[config.mk]
export PLATFORM = sky130hd
export DESIGN_NAME = spi_cmd_top
export DESIGN_NICKNAME = d
export VERILOG_FILES = /design/src/common/spi_proto_pkg.sv /design/src/common/spi_ctrl_pkg.sv /design/src/cmd_queue.sv /design/src/spi_master/sclk_gen.sv /design/src/spi_master/spi_master.sv /design/src/spi_cmd_top.sv
export SDC_FILE = /design/constraint.sdc
export NUM_CORES = 1
export LEC_CHECK = 0
export BUFFER_PORTS_ARGS = -buffer_cell sky130_fd_sc_hd__buf_2
export CORE_ASPECT_RATIO = 0.75
export CORE_MARGIN = 5
export CORE_UTILIZATION = 25
export DETAILED_ROUTE_END_ITERATION = 6
export GPL_ROUTABILITY_DRIVEN = 0
export RECOVER_POWER = 50
export SYNTH_ARGS = -nofsm -noshare
export SYNTH_HDL_FRONTEND = slang
export SYNTH_SLANG_ARGS = --single-unit
[constraint.sdc]
create_clock -name clk -period 2.7 [get_ports clk]
set_input_delay 0 -clock clk [delete_from_list [all_inputs] [get_ports clk]]
set_output_delay 0 -clock clk [all_outputs]
set_load 0.02 [all_outputs]
[src/common/spi_proto_pkg.sv]
package spi_proto_pkg;

  // command word layout, write flag on top, then address, then data
  localparam int CMD_W  = 12;
  localparam int WR_BIT = 11;
  localparam int ADDR_W = 3;
  localparam int DATA_W = 8;

  // a read address frame carries only the flag and the address
  localparam int RD_HDR_BITS = 4;

  // serial clock runs at clk / (2 * SCLK_HALF)
  localparam int SCLK_HALF = 5;

  // clocks with chip select high between the address and data frames of a read
  localparam int RD_GAP = 100;

  localparam int QUEUE_DEPTH = 4;

  // counter widths derived from the constants above
  localparam int QUEUE_PTR_W = $clog2(QUEUE_DEPTH);
  localparam int BIT_CNT_W   = $clog2(CMD_W + 1);
  localparam int GAP_CNT_W   = $clog2(RD_GAP);
  localparam int SCLK_CNT_W  = $clog2(SCLK_HALF);

endpackage

[src/common/spi_ctrl_pkg.sv]
package spi_ctrl_pkg;

  // sequencer states of the SPI master
  typedef enum logic [3:0] {
    IDLE,
    LOAD,
    WR_SHIFT,
    RD_ADDR,
    RD_GAP,
    RD_SHIFT,
    RD_HOLD,
    FRAME_END
  } seq_state_t;

  // operation carried in the flag bit of a command
  typedef enum logic {
    OP_READ  = 1'b0,
    OP_WRITE = 1'b1
  } cmd_op_t;

endpackage

[src/cmd_queue.sv]
`timescale 1ns/1ps

module cmd_queue (
  input  logic                            clk,
  input  logic                            rst_n,
  input  logic [spi_proto_pkg::CMD_W-1:0] in_data,
  input  logic                            in_valid,
  output logic                            in_ready,
  output logic [spi_proto_pkg::CMD_W-1:0] out_data,
  output logic                            out_valid,
  input  logic                            out_ready
);

  logic [spi_proto_pkg::CMD_W-1:0]       mem [spi_proto_pkg::QUEUE_DEPTH];
  logic [spi_proto_pkg::QUEUE_PTR_W-1:0] wr_ptr;
  logic [spi_proto_pkg::QUEUE_PTR_W-1:0] rd_ptr;
  logic [spi_proto_pkg::QUEUE_PTR_W:0]   count;
  logic                                  push;
  logic                                  pop;

  assign in_ready  = int'(count) != spi_proto_pkg::QUEUE_DEPTH;
  assign out_valid = count != '0;
  assign out_data  = mem[rd_ptr];

  assign push = in_valid && in_ready;
  assign pop  = out_valid && out_ready;

  always_ff @(posedge clk)
  begin
    if (push)
    begin
      mem[wr_ptr] <= in_data;
    end
  end

  // depth is a power of two so the pointers wrap on their own
  always_ff @(posedge clk or negedge rst_n)
  begin
    if (!rst_n)
    begin
      wr_ptr <= '0;
      rd_ptr <= '0;
      count  <= '0;
    end
    else
    begin
      if (push)
      begin
        wr_ptr <= wr_ptr + 1'b1;
      end
      if (pop)
      begin
        rd_ptr <= rd_ptr + 1'b1;
      end
      case ({push, pop})
        2'b10:   count <= count + 1'b1;
        2'b01:   count <= count - 1'b1;
        default: count <= count;
      endcase
    end
  end

endmodule

[src/spi_master/sclk_gen.sv]
`timescale 1ns/1ps

module sclk_gen (
  input  logic clk,
  input  logic rst_n,
  input  logic en,
  output logic sclk_level,
  output logic launch,
  output logic sample
);

  logic [spi_proto_pkg::SCLK_CNT_W-1:0] half_cnt;
  logic                                 toggle;

  // the strobes lead the edge they belong to by one cycle so that
  // sampling and launching happen on the same clock as the sclk edge
  assign toggle = en && (int'(half_cnt) == spi_proto_pkg::SCLK_HALF - 1);
  assign sample = toggle && !sclk_level;
  assign launch = toggle && sclk_level;

  always_ff @(posedge clk or negedge rst_n)
  begin
    if (!rst_n)
    begin
      half_cnt   <= '0;
      sclk_level <= 1'b0;
    end
    else if (!en)
    begin
      // restart phase aligned for the next frame
      half_cnt   <= '0;
      sclk_level <= 1'b0;
    end
    else if (toggle)
    begin
      half_cnt   <= '0;
      sclk_level <= ~sclk_level;
    end
    else
    begin
      half_cnt <= half_cnt + 1'b1;
    end
  end

endmodule

[src/spi_master/spi_master.sv]
`timescale 1ns/1ps

module spi_master (
  input  logic                             clk,
  input  logic                             rst_n,
  input  logic [spi_proto_pkg::CMD_W-1:0]  cmd_data,
  input  logic                             cmd_valid,
  output logic                             cmd_ready,
  output logic [spi_proto_pkg::DATA_W-1:0] rd_data,
  output logic                             rd_valid,
  input  logic                             rd_ready,
  output logic                             sclk,
  output logic                             cs_n,
  output logic                             mosi,
  input  logic                             miso
);

  spi_ctrl_pkg::seq_state_t               state;
  spi_ctrl_pkg::cmd_op_t                  op;
  logic [spi_proto_pkg::CMD_W-1:0]        shift_buf;
  logic [spi_proto_pkg::DATA_W-1:0]       rx_shift;
  logic [spi_proto_pkg::BIT_CNT_W-1:0]    bit_cnt;
  logic [spi_proto_pkg::GAP_CNT_W-1:0]    gap_cnt;
  logic                                   sclk_en;
  logic                                   launch;
  logic                                   sample;
  logic                                   last_bit;
  logic                                   tx_shift;

  sclk_gen i_sclk_gen (
    .clk        (clk),
    .rst_n      (rst_n),
    .en         (sclk_en),
    .sclk_level (sclk),
    .launch     (launch),
    .sample     (sample)
  );

  assign sclk_en = state inside {spi_ctrl_pkg::WR_SHIFT, spi_ctrl_pkg::RD_ADDR,
                                 spi_ctrl_pkg::RD_SHIFT};

  // pop straight from the queue only while idle
  assign cmd_ready = (state == spi_ctrl_pkg::IDLE) && cmd_valid;

  // the result is held in RD_HOLD, which also blocks the next pop
  assign rd_valid = (state == spi_ctrl_pkg::RD_HOLD);
  assign rd_data  = rx_shift;

  // frame length depends on which frame is running
  always_comb
  begin
    case (state)
      spi_ctrl_pkg::WR_SHIFT: last_bit = int'(bit_cnt) == spi_proto_pkg::CMD_W - 1;
      spi_ctrl_pkg::RD_ADDR:  last_bit = int'(bit_cnt) == spi_proto_pkg::RD_HDR_BITS - 1;
      spi_ctrl_pkg::RD_SHIFT: last_bit = int'(bit_cnt) == spi_proto_pkg::DATA_W - 1;
      default:                last_bit = 1'b0;
    endcase
  end

  // mosi moves to the next bit on every launch that is not the last one
  assign tx_shift = launch && !last_bit &&
                    (state == spi_ctrl_pkg::WR_SHIFT || state == spi_ctrl_pkg::RD_ADDR);

  always_ff @(posedge clk)
  begin
    if (cmd_valid && cmd_ready)
    begin
      shift_buf <= cmd_data;
    end
    else if (state == spi_ctrl_pkg::LOAD || tx_shift)
    begin
      shift_buf <= {shift_buf[spi_proto_pkg::CMD_W-2:0], 1'b0};
    end
  end

  // MSB first, sampled on the rising sclk edge
  always_ff @(posedge clk)
  begin
    if (state == spi_ctrl_pkg::RD_SHIFT && sample)
    begin
      rx_shift <= {rx_shift[spi_proto_pkg::DATA_W-2:0], miso};
    end
  end

  always_ff @(posedge clk or negedge rst_n)
  begin
    if (!rst_n)
    begin
      state   <= spi_ctrl_pkg::IDLE;
      op      <= spi_ctrl_pkg::OP_READ;
      bit_cnt <= '0;
      gap_cnt <= '0;
      cs_n    <= 1'b1;
      mosi    <= 1'b0;
    end
    else
    begin
      case (state)
        spi_ctrl_pkg::IDLE:
        begin
          if (cmd_valid)
          begin
            state <= spi_ctrl_pkg::LOAD;
          end
        end
        spi_ctrl_pkg::LOAD:
        begin
          op      <= spi_ctrl_pkg::cmd_op_t'(shift_buf[spi_proto_pkg::WR_BIT]);
          cs_n    <= 1'b0;
          mosi    <= shift_buf[spi_proto_pkg::CMD_W-1];
          bit_cnt <= '0;
          if (spi_ctrl_pkg::cmd_op_t'(shift_buf[spi_proto_pkg::WR_BIT]) ==
              spi_ctrl_pkg::OP_WRITE)
          begin
            state <= spi_ctrl_pkg::WR_SHIFT;
          end
          else
          begin
            state <= spi_ctrl_pkg::RD_ADDR;
          end
        end
        spi_ctrl_pkg::WR_SHIFT:
        begin
          if (launch && last_bit)
          begin
            cs_n  <= 1'b1;
            mosi  <= 1'b0;
            state <= spi_ctrl_pkg::FRAME_END;
          end
          else if (launch)
          begin
            bit_cnt <= bit_cnt + 1'b1;
            mosi    <= shift_buf[spi_proto_pkg::CMD_W-1];
          end
        end
        spi_ctrl_pkg::RD_ADDR:
        begin
          if (launch && last_bit)
          begin
            cs_n    <= 1'b1;
            mosi    <= 1'b0;
            gap_cnt <= '0;
            state   <= spi_ctrl_pkg::RD_GAP;
          end
          else if (launch)
          begin
            bit_cnt <= bit_cnt + 1'b1;
            mosi    <= shift_buf[spi_proto_pkg::CMD_W-1];
          end
        end
        spi_ctrl_pkg::RD_GAP:
        begin
          // turnaround for the peripheral, chip select stays high
          if (int'(gap_cnt) == spi_proto_pkg::RD_GAP - 1)
          begin
            cs_n    <= 1'b0;
            bit_cnt <= '0;
            state   <= spi_ctrl_pkg::RD_SHIFT;
          end
          else
          begin
            gap_cnt <= gap_cnt + 1'b1;
          end
        end
        spi_ctrl_pkg::RD_SHIFT:
        begin
          // the frame closes on the falling edge after the last sample
          if (launch && last_bit)
          begin
            cs_n  <= 1'b1;
            state <= spi_ctrl_pkg::FRAME_END;
          end
          else if (launch)
          begin
            bit_cnt <= bit_cnt + 1'b1;
          end
        end
        spi_ctrl_pkg::FRAME_END:
        begin
          if (op == spi_ctrl_pkg::OP_READ)
          begin
            state <= spi_ctrl_pkg::RD_HOLD;
          end
          else
          begin
            state <= spi_ctrl_pkg::IDLE;
          end
        end
        spi_ctrl_pkg::RD_HOLD:
        begin
          if (rd_ready)
          begin
            state <= spi_ctrl_pkg::IDLE;
          end
        end
        default:
        begin
          state <= spi_ctrl_pkg::IDLE;
        end
      endcase
    end
  end

endmodule

[src/spi_cmd_top.sv]
`timescale 1ns/1ps

module spi_cmd_top (
  input  logic                             clk,
  input  logic                             rst_n,
  input  logic [spi_proto_pkg::CMD_W-1:0]  cmd_data,
  input  logic                             cmd_valid,
  output logic                             cmd_ready,
  output logic [spi_proto_pkg::DATA_W-1:0] rd_data,
  output logic                             rd_valid,
  input  logic                             rd_ready,
  output logic                             sclk,
  output logic                             cs_n,
  output logic                             mosi,
  input  logic                             miso
);

  logic [spi_proto_pkg::CMD_W-1:0] q_data;
  logic                            q_valid;
  logic                            q_ready;

  // the queue lets the host keep pushing while a frame is on the wire
  cmd_queue i_cmd_queue (
    .clk       (clk),
    .rst_n     (rst_n),
    .in_data   (cmd_data),
    .in_valid  (cmd_valid),
    .in_ready  (cmd_ready),
    .out_data  (q_data),
    .out_valid (q_valid),
    .out_ready (q_ready)
  );

  spi_master i_spi_master (
    .clk       (clk),
    .rst_n     (rst_n),
    .cmd_data  (q_data),
    .cmd_valid (q_valid),
    .cmd_ready (q_ready),
    .rd_data   (rd_data),
    .rd_valid  (rd_valid),
    .rd_ready  (rd_ready),
    .sclk      (sclk),
    .cs_n      (cs_n),
    .mosi      (mosi),
    .miso      (miso)
  );

endmodule

==> metrics, run 1 <==
WHS Path Cells 4; clock period minus worst slack 2.18 ns; Routed Antenna Nets 0; required time at the endpoint of the critical path 2.74 ns; layout cell share with drive strength beyond 1 0.173; category of the worst setup path launch point flop; run status finished, violations left; r2r setup slk 0.52 ns; count of standard-cell rows 40; total congestion overflow 0; Critical Path Fanout Max 12; I/O Pins 30; final design utilization 0.306; total number of H-tree levels 3; area share of the largest cell type after synthesis 0.494; startpoint of the most critical setup path i_spi_master.state[1]$_DFFE_PN0P_; maximum frequency from static timing analysis 458 MHz; number of iterations in the first detailed-routing pass 4; CTS buffer count 9; cell-internal power 0.00302 W; insertion delay to the later sink of the worst-skew pair 0.34 ns; max-cap check violation count 1; Setup Skew 0.00716 ns; via count normalized by instance count 4.31; overall die width 158 µm; cells after synthesis 267; final number of setup-violating endpoints 0; Post-Syn Area per Cell 15.5 µm²; main area contributors after synthesis edfxtp_1 49%, dfrtp_1 16%, mux4_2 6.5%; number of vias after detailed routing 2296; final hold violation count 0; highest layer used for signal routing met4; Slew @ Worst Pin 1.60 ns; Bufs on Longest Clock Path 2; net total in the final layout 345; RSZ-0062 raised after global routing no; ratio of final minimum period to clock period 0.809; library cell occupying the most area in the post-synthesis netlist edfxtp_1; root buffer selected by CTS clkbuf_16; combined global-route utilization of all metal layers 0.0868; metal1 wirelength 3.70 mm; Reg-to-Reg End i_spi_master.shift_buf[5]$_DFFE_PP_; Post-Syn Area 4130 µm²; area added between synthesis and finish 19.3%; part of the total power dissipated in the clock network 0.263; Flop pwr share 0.489; endpoint with the worst hold slack i_spi_master.state[1]$_DFFE_PN0P_; cell area power density 871 nW/µm²; initial core utilization 0.256; leakage power total 1.77 nW; wire length on met3 212 µm; area of the die 19200 µm²; failing checks capacitance limit, slew limit; number of global-route vias before repair 2491; worst min-delay path startpoint rd_ready; worst path arrival time 2.22 ns; number of filler cells placed in the layout 1628; Port-buffer cells 29; net count after synthesis 294; area of the core region 16100 µm²; Gate power share 0.249; Reg-to-Reg Start i_spi_master.state[1]$_DFFE_PN0P_; met2 routed wirelength 3.64 mm; count of different cell masters after synthesis 48; number of design rule violations left after detail routing 0; antenna diode instance count 0; CP endpoint kind flop; detailed-route wire length per cell 14.4 µm; clock slew at the register clock pins of the worst setup and hold paths 0.06 ns; Clock Sinks 96; Max Slew Vio Count 29; commonest cells after routing, fill and taps aside 68 x edfxtp_1, 27 x dfrtp_1, 26 x clkbuf_1, 21 x nand2_1, 14 x dlygate4sd3_1; number of synthesized flops with an enable pin 68; quantity of gates resized following cts 0; depth of the most critical reg-to-reg path 5; Synth warnings 0; sequential fraction of the synthesis area 0.664; post-synthesis register bit count 96; crit path kind reg2reg; highest ir drop seen on vdd 0.336 mV; final total negative setup slack 0 ns; Sw Ratio 0.296; Main synth FF type edfxtp_1; classification of the worst-slack hold path in2reg; final routed wirelength across all metal layers 7.69 mm; Async SR Flop Fraction 0.292; number of antenna violations at the first check in global routing 0; Slew Limit Headroom -0.0637; total net switching power 0.00127 W; CTS tree built; vertical die dimension 121 µm; largest net degree at the start of global routing 29; half-perimeter wire length after detailed placement 5.29 mm; most common cell after layout, fill and taps aside edfxtp_1; global-route wire length before repair 12.9 mm; number of DRC violations after detailed-routing iteration 0 150
==> worst max-delay path by stage <==
stage | cells after the start | end
2_1_floorplan | 5 | i_spi_master.shift_buf[0]$_SDFFCE_PP0P_
3_3_place_gp | 7 | i_spi_master.shift_buf[6]$_DFFE_PP_
3_5_place_dp | 7 | i_spi_master.shift_buf[7]$_DFFE_PP_
4_1_cts | 5 | i_spi_master.shift_buf[4]$_DFFE_PP_
5_1_grt | 7 | i_spi_master.shift_buf[4]$_DFFE_PP_
6_report | 5 | i_spi_master.shift_buf[5]$_DFFE_PP_
==> critical path: stages, from the launching register on <==
cell	delay [ns]
dfrtp_1	0.45
nand3b_1	0.37
a21oi_2	0.36
nand2_1	0.20
a221oi_2	0.25
buf_4	0.24
==> registers in the layout (all words and copies together) (netlist names) <==
register,flops
i_spi_master.mosi,1
i_spi_master.i_sclk_gen.half_cnt,3
i_spi_master.cs_n,1
i_cmd_queue.wr_ptr,2
i_spi_master.bit_cnt,4
i_spi_master.shift_buf,12
i_cmd_queue.rd_ptr,2
i_spi_master.state,3
i_cmd_queue.mem,48
i_spi_master.i_sclk_gen.sclk_level,1
i_cmd_queue.count,3
i_spi_master.gap_cnt,7
i_spi_master.rd_data,8
i_spi_master.op,1
==> cell usage after synthesis, drive strengths merged, types with 3 or more instances <==
master and n:
edfxtp 68, ha 9, nor2b 5, nand3 5
o21ai 6, mux4 12, buf 7, mux2i 4
nor3 7, and3 9, a21oi 7, inv 12
mux2 13, xnor2 5, xor2 6, nand2 21
nor2 8, clkbuf 3, dfrtp 27
==> stage by stage <==
stage	cells	cell area (µm²)	setup WS, ns	total power [W]	hold WS [ns]
finish	533	4930	0.515	0.00429	0.0787
CTS	533	4960	0.487	0.00439	0.0578
global placement	503	4550	0.608	0.00317	0.0689
floorplan	267	4140	0.373	0.00289	-0.296
global route	533	4930	0.320	0.00457	0.0815
detailed placement	503	4550	0.499	0.00322	0.0761
==> final cells by class <==
type / count / area (µm²) / area share
flip-flops and latches: 96 / 2740 / 0.557
multi-input cells: 149 / 1310 / 0.265
repair buffers: 50 / 307 / 0.0622
well taps: 210 / 263 / 0.0533
clock buffers: 10 / 229 / 0.0465
inverters: 12 / 45.0 / 0.00914
clock inverters: 6 / 36.3 / 0.00736
==> cells by family (layout without fill, tap and decap cells) <==
family                     count (synthesis)  in the layout  synth area share
AOI/OAI and AO/OA                         29             29            0.0524
muxes                                     29             29             0.111
buffers and inverters                     22             78            0.0218
adders and majority gates                 10             10            0.0321
DFF                                       96             96             0.664
and+or+nand+nor                           70             70            0.0960
xor gates and xnor gates                  11             11            0.0233
==> what timing repair did <==
action	CTS	global route
hold buffers	14	0
buffers inserted	0	0
endpoints found under the hold margin	76	0
==> power groups by stage <==
stage          clock, W  sequential [W]  combinational (W)
6_report        0.00113         0.00210            0.00107
5_1_grt         0.00123         0.00213            0.00120
4_1_cts         0.00118         0.00210            0.00111
3_5_place_dp          0         0.00213            0.00109
3_3_place_gp          0         0.00212            0.00105
2_1_floorplan         0         0.00207           0.000819
==> routing by layer <==
layer,track usage,vias to the layer above
met5,0,-
met4,0.0320,0
li1,-,1113
met3,0.0239,10
met1,0.118,1143
met2,0.133,30
Power figures use the tool's default switching activity.
==> run 2: changes to the inputs <==
- clock period: 2.7 -> 1.8 ns (I/O delays scaled with it)
==> run 2 against run 1 <==
Effect of this change:
- the flow finishes with violations (setup timing)
- sequential share of layout area fell by 4.1 points
- clock-buffer cell count fell by 1
- cell area up 8.0%
- critical path depth did not move
- power grew 63%
- register-to-register slack lost 0.54 ns
- largest power group unchanged
==> metrics, run 2 (synthesized netlist as in run 1, its figures left out) <==
leakage power total 1.98 nW; root buffer selected by CTS clkbuf_16; half-perimeter wire length after detailed placement 5.53 mm; largest net degree at the start of global routing 29; Clock Sinks 96; clock slew at the register clock pins of the worst setup and hold paths 0.07 ns; area of the core region 16100 µm²; r2r setup slk -0.02 ns; final routed wirelength across all metal layers 8.10 mm; number of antenna violations at the first check in global routing 0; Routed Antenna Nets 0; wire length on met3 285 µm; category of the worst setup path launch point flop; classification of the worst-slack hold path in2reg; met2 routed wirelength 3.76 mm; run status finished, violations left; antenna diode instance count 0; required time at the endpoint of the critical path 1.86 ns; number of DRC violations after detailed-routing iteration 0 139; depth of the most critical reg-to-reg path 5; combined global-route utilization of all metal layers 0.0923; RSZ-0062 raised after global routing yes; final number of setup-violating endpoints 13; number of design rule violations left after detail routing 0; final hold violation count 0; clock period minus worst slack 1.82 ns; total number of H-tree levels 3; net total in the final layout 375; destination of the critical timing path i_spi_master.shift_buf[9]$_DFFE_PP_; most common cell after layout, fill and taps aside edfxtp_1; total net switching power 0.00210 W; I/O Pins 30; vertical die dimension 121 µm; CTS tree built; worst path arrival time 1.88 ns; initial core utilization 0.256; Reg-to-Reg End i_spi_master.shift_buf[9]$_DFFE_PP_; area of the die 19200 µm²; overall die width 158 µm; flip-flop count of the largest register after layout 48; number of iterations in the first detailed-routing pass 6; Bufs on Longest Clock Path 2; number of vias after detailed routing 2435; max-cap check violation count 0; crit path kind reg2reg; Port-buffer cells 29; number of filler cells placed in the layout 1585; highest ir drop seen on vdd 0.516 mV; failing checks setup timing; highest layer used for signal routing met4; worst slack after detailed placement -0.170 ns; via count normalized by instance count 4.33; cell area power density 1310 nW/µm²; Sw Ratio 0.301; Flop pwr share 0.444; ratio of final minimum period to clock period 1.01; metal1 wirelength 3.87 mm; detailed-route wire length per cell 14.4 µm; total power consumption of the routed design 0.00699 W; CTS buffer count 9; global-route wire length before repair 13.7 mm; startpoint of the most critical setup path i_spi_master.state[1]$_DFFE_PN0P_; CP endpoint kind flop; Critical Path Fanout Max 12; Gate power share 0.298; layout cell share with drive strength beyond 1 0.312; total congestion overflow 0; maximum frequency from static timing analysis 549 MHz; area added between synthesis and finish 28.9%; Reg-to-Reg Start i_spi_master.state[1]$_DFFE_PN0P_; Max Slew Vio Count 0; worst setup margin -0.0217 ns; Slew @ Worst Pin 0.752 ns; largest register by flop count i_cmd_queue.mem; final design utilization 0.330; part of the total power dissipated in the clock network 0.257; cell-internal power 0.00489 W; Slew Limit Headroom 0.499; number of global-route vias before repair 2611; commonest cells after routing, fill and taps aside 68 x edfxtp_1, 30 x buf_4, 25 x dfrtp_1, 23 x clkbuf_1, 20 x nand2_1; insertion delay to the later sink of the worst-skew pair 0.34 ns; count of standard-cell rows 40; Setup Skew 0.00853 ns
-- run 2: worst min path at each step --
stage | startpoint | endpoint | slack [ns] | cells past startpoint
2_1_floorplan | rst_n | i_cmd_queue.count[0]$_DFFE_PN0P_ | -0.30 | 0
3_3_place_gp | rst_n | i_spi_master.op$_DFFE_PN0P_ | 0.08 | 1
3_5_place_dp | rst_n | i_spi_master.gap_cnt[2]$_DFFE_PN0P_ | 0.09 | 1
4_1_cts | rd_ready | i_spi_master.state[1]$_DFFE_PN0P_ | 0.03 | 4
5_1_grt | rd_ready | i_spi_master.state[1]$_DFFE_PN0P_ | 0.1 | 4
6_report | rd_ready | i_spi_master.state[1]$_DFFE_PN0P_ | 0.08 | 4
-- run 2: through the flow --
| step | area (µm²) | hold WS, ns | TNS, ns | cells |
|---|---|---|---|---|
| after floorplan | 4190 | -0.296 | -4.08 | 267 |
| after global placement | 4840 | 0.0815 | -0.744 | 531 |
| after detailed placement | 4840 | 0.0871 | -1.90 | 531 |
| after CTS | 5310 | 0.0293 | -0.0210 | 564 |
| after global routing | 5330 | 0.0971 | -1.29 | 563 |
| final | 5330 | 0.0811 | -0.178 | 563 |
-- run 2: area by class of cell --
cell class	instances	area, µm²	share of cell area
Multi-Input combinational cell	149	1410	0.264
Inverter	12	45.0	0.00846
Clock inverter	7	53.8	0.0101
Clock buffer	9	225	0.0423
Timing Repair Buffer	80	587	0.110
Sequential cell	96	2750	0.516
Tap cell	210	263	0.0493
-- run 2: worst max-delay path, cell delays in order (launching register included) --
cell      delay, ns
dfrtp_2        0.45
nand3b_1       0.28
a21oi_2        0.21
nand2_2        0.09
a221oi_4       0.31
buf_12         0.18
-- run 2: repair_timing --
item,CTS,global route
hold buffers,14,0
endpoints found under the setup margin,23,33
pin swaps,0,10
setup buffers,4,0
hold endpoints to repair,76,0
resized for setup,11,14
-- run 2: power by group through the flow --
stage,sequential (W),combinational (W),clock (W)
6_report,0.00311,0.00209,0.00180
2_1_floorplan,0.00311,0.00128,0
4_1_cts,0.00310,0.00211,0.00185
3_5_place_dp,0.00314,0.00204,0
5_1_grt,0.00316,0.00233,0.00194
3_3_place_gp,0.00311,0.00199,0
-- run 2: layer usage --
metal | track usage | vias up
met1 | 0.124 | 1205
met4 | 0.0421 | 0
met3 | 0.0246 | 15
met2 | 0.139 | 40
li1 | - | 1175
met5 | 0 | -
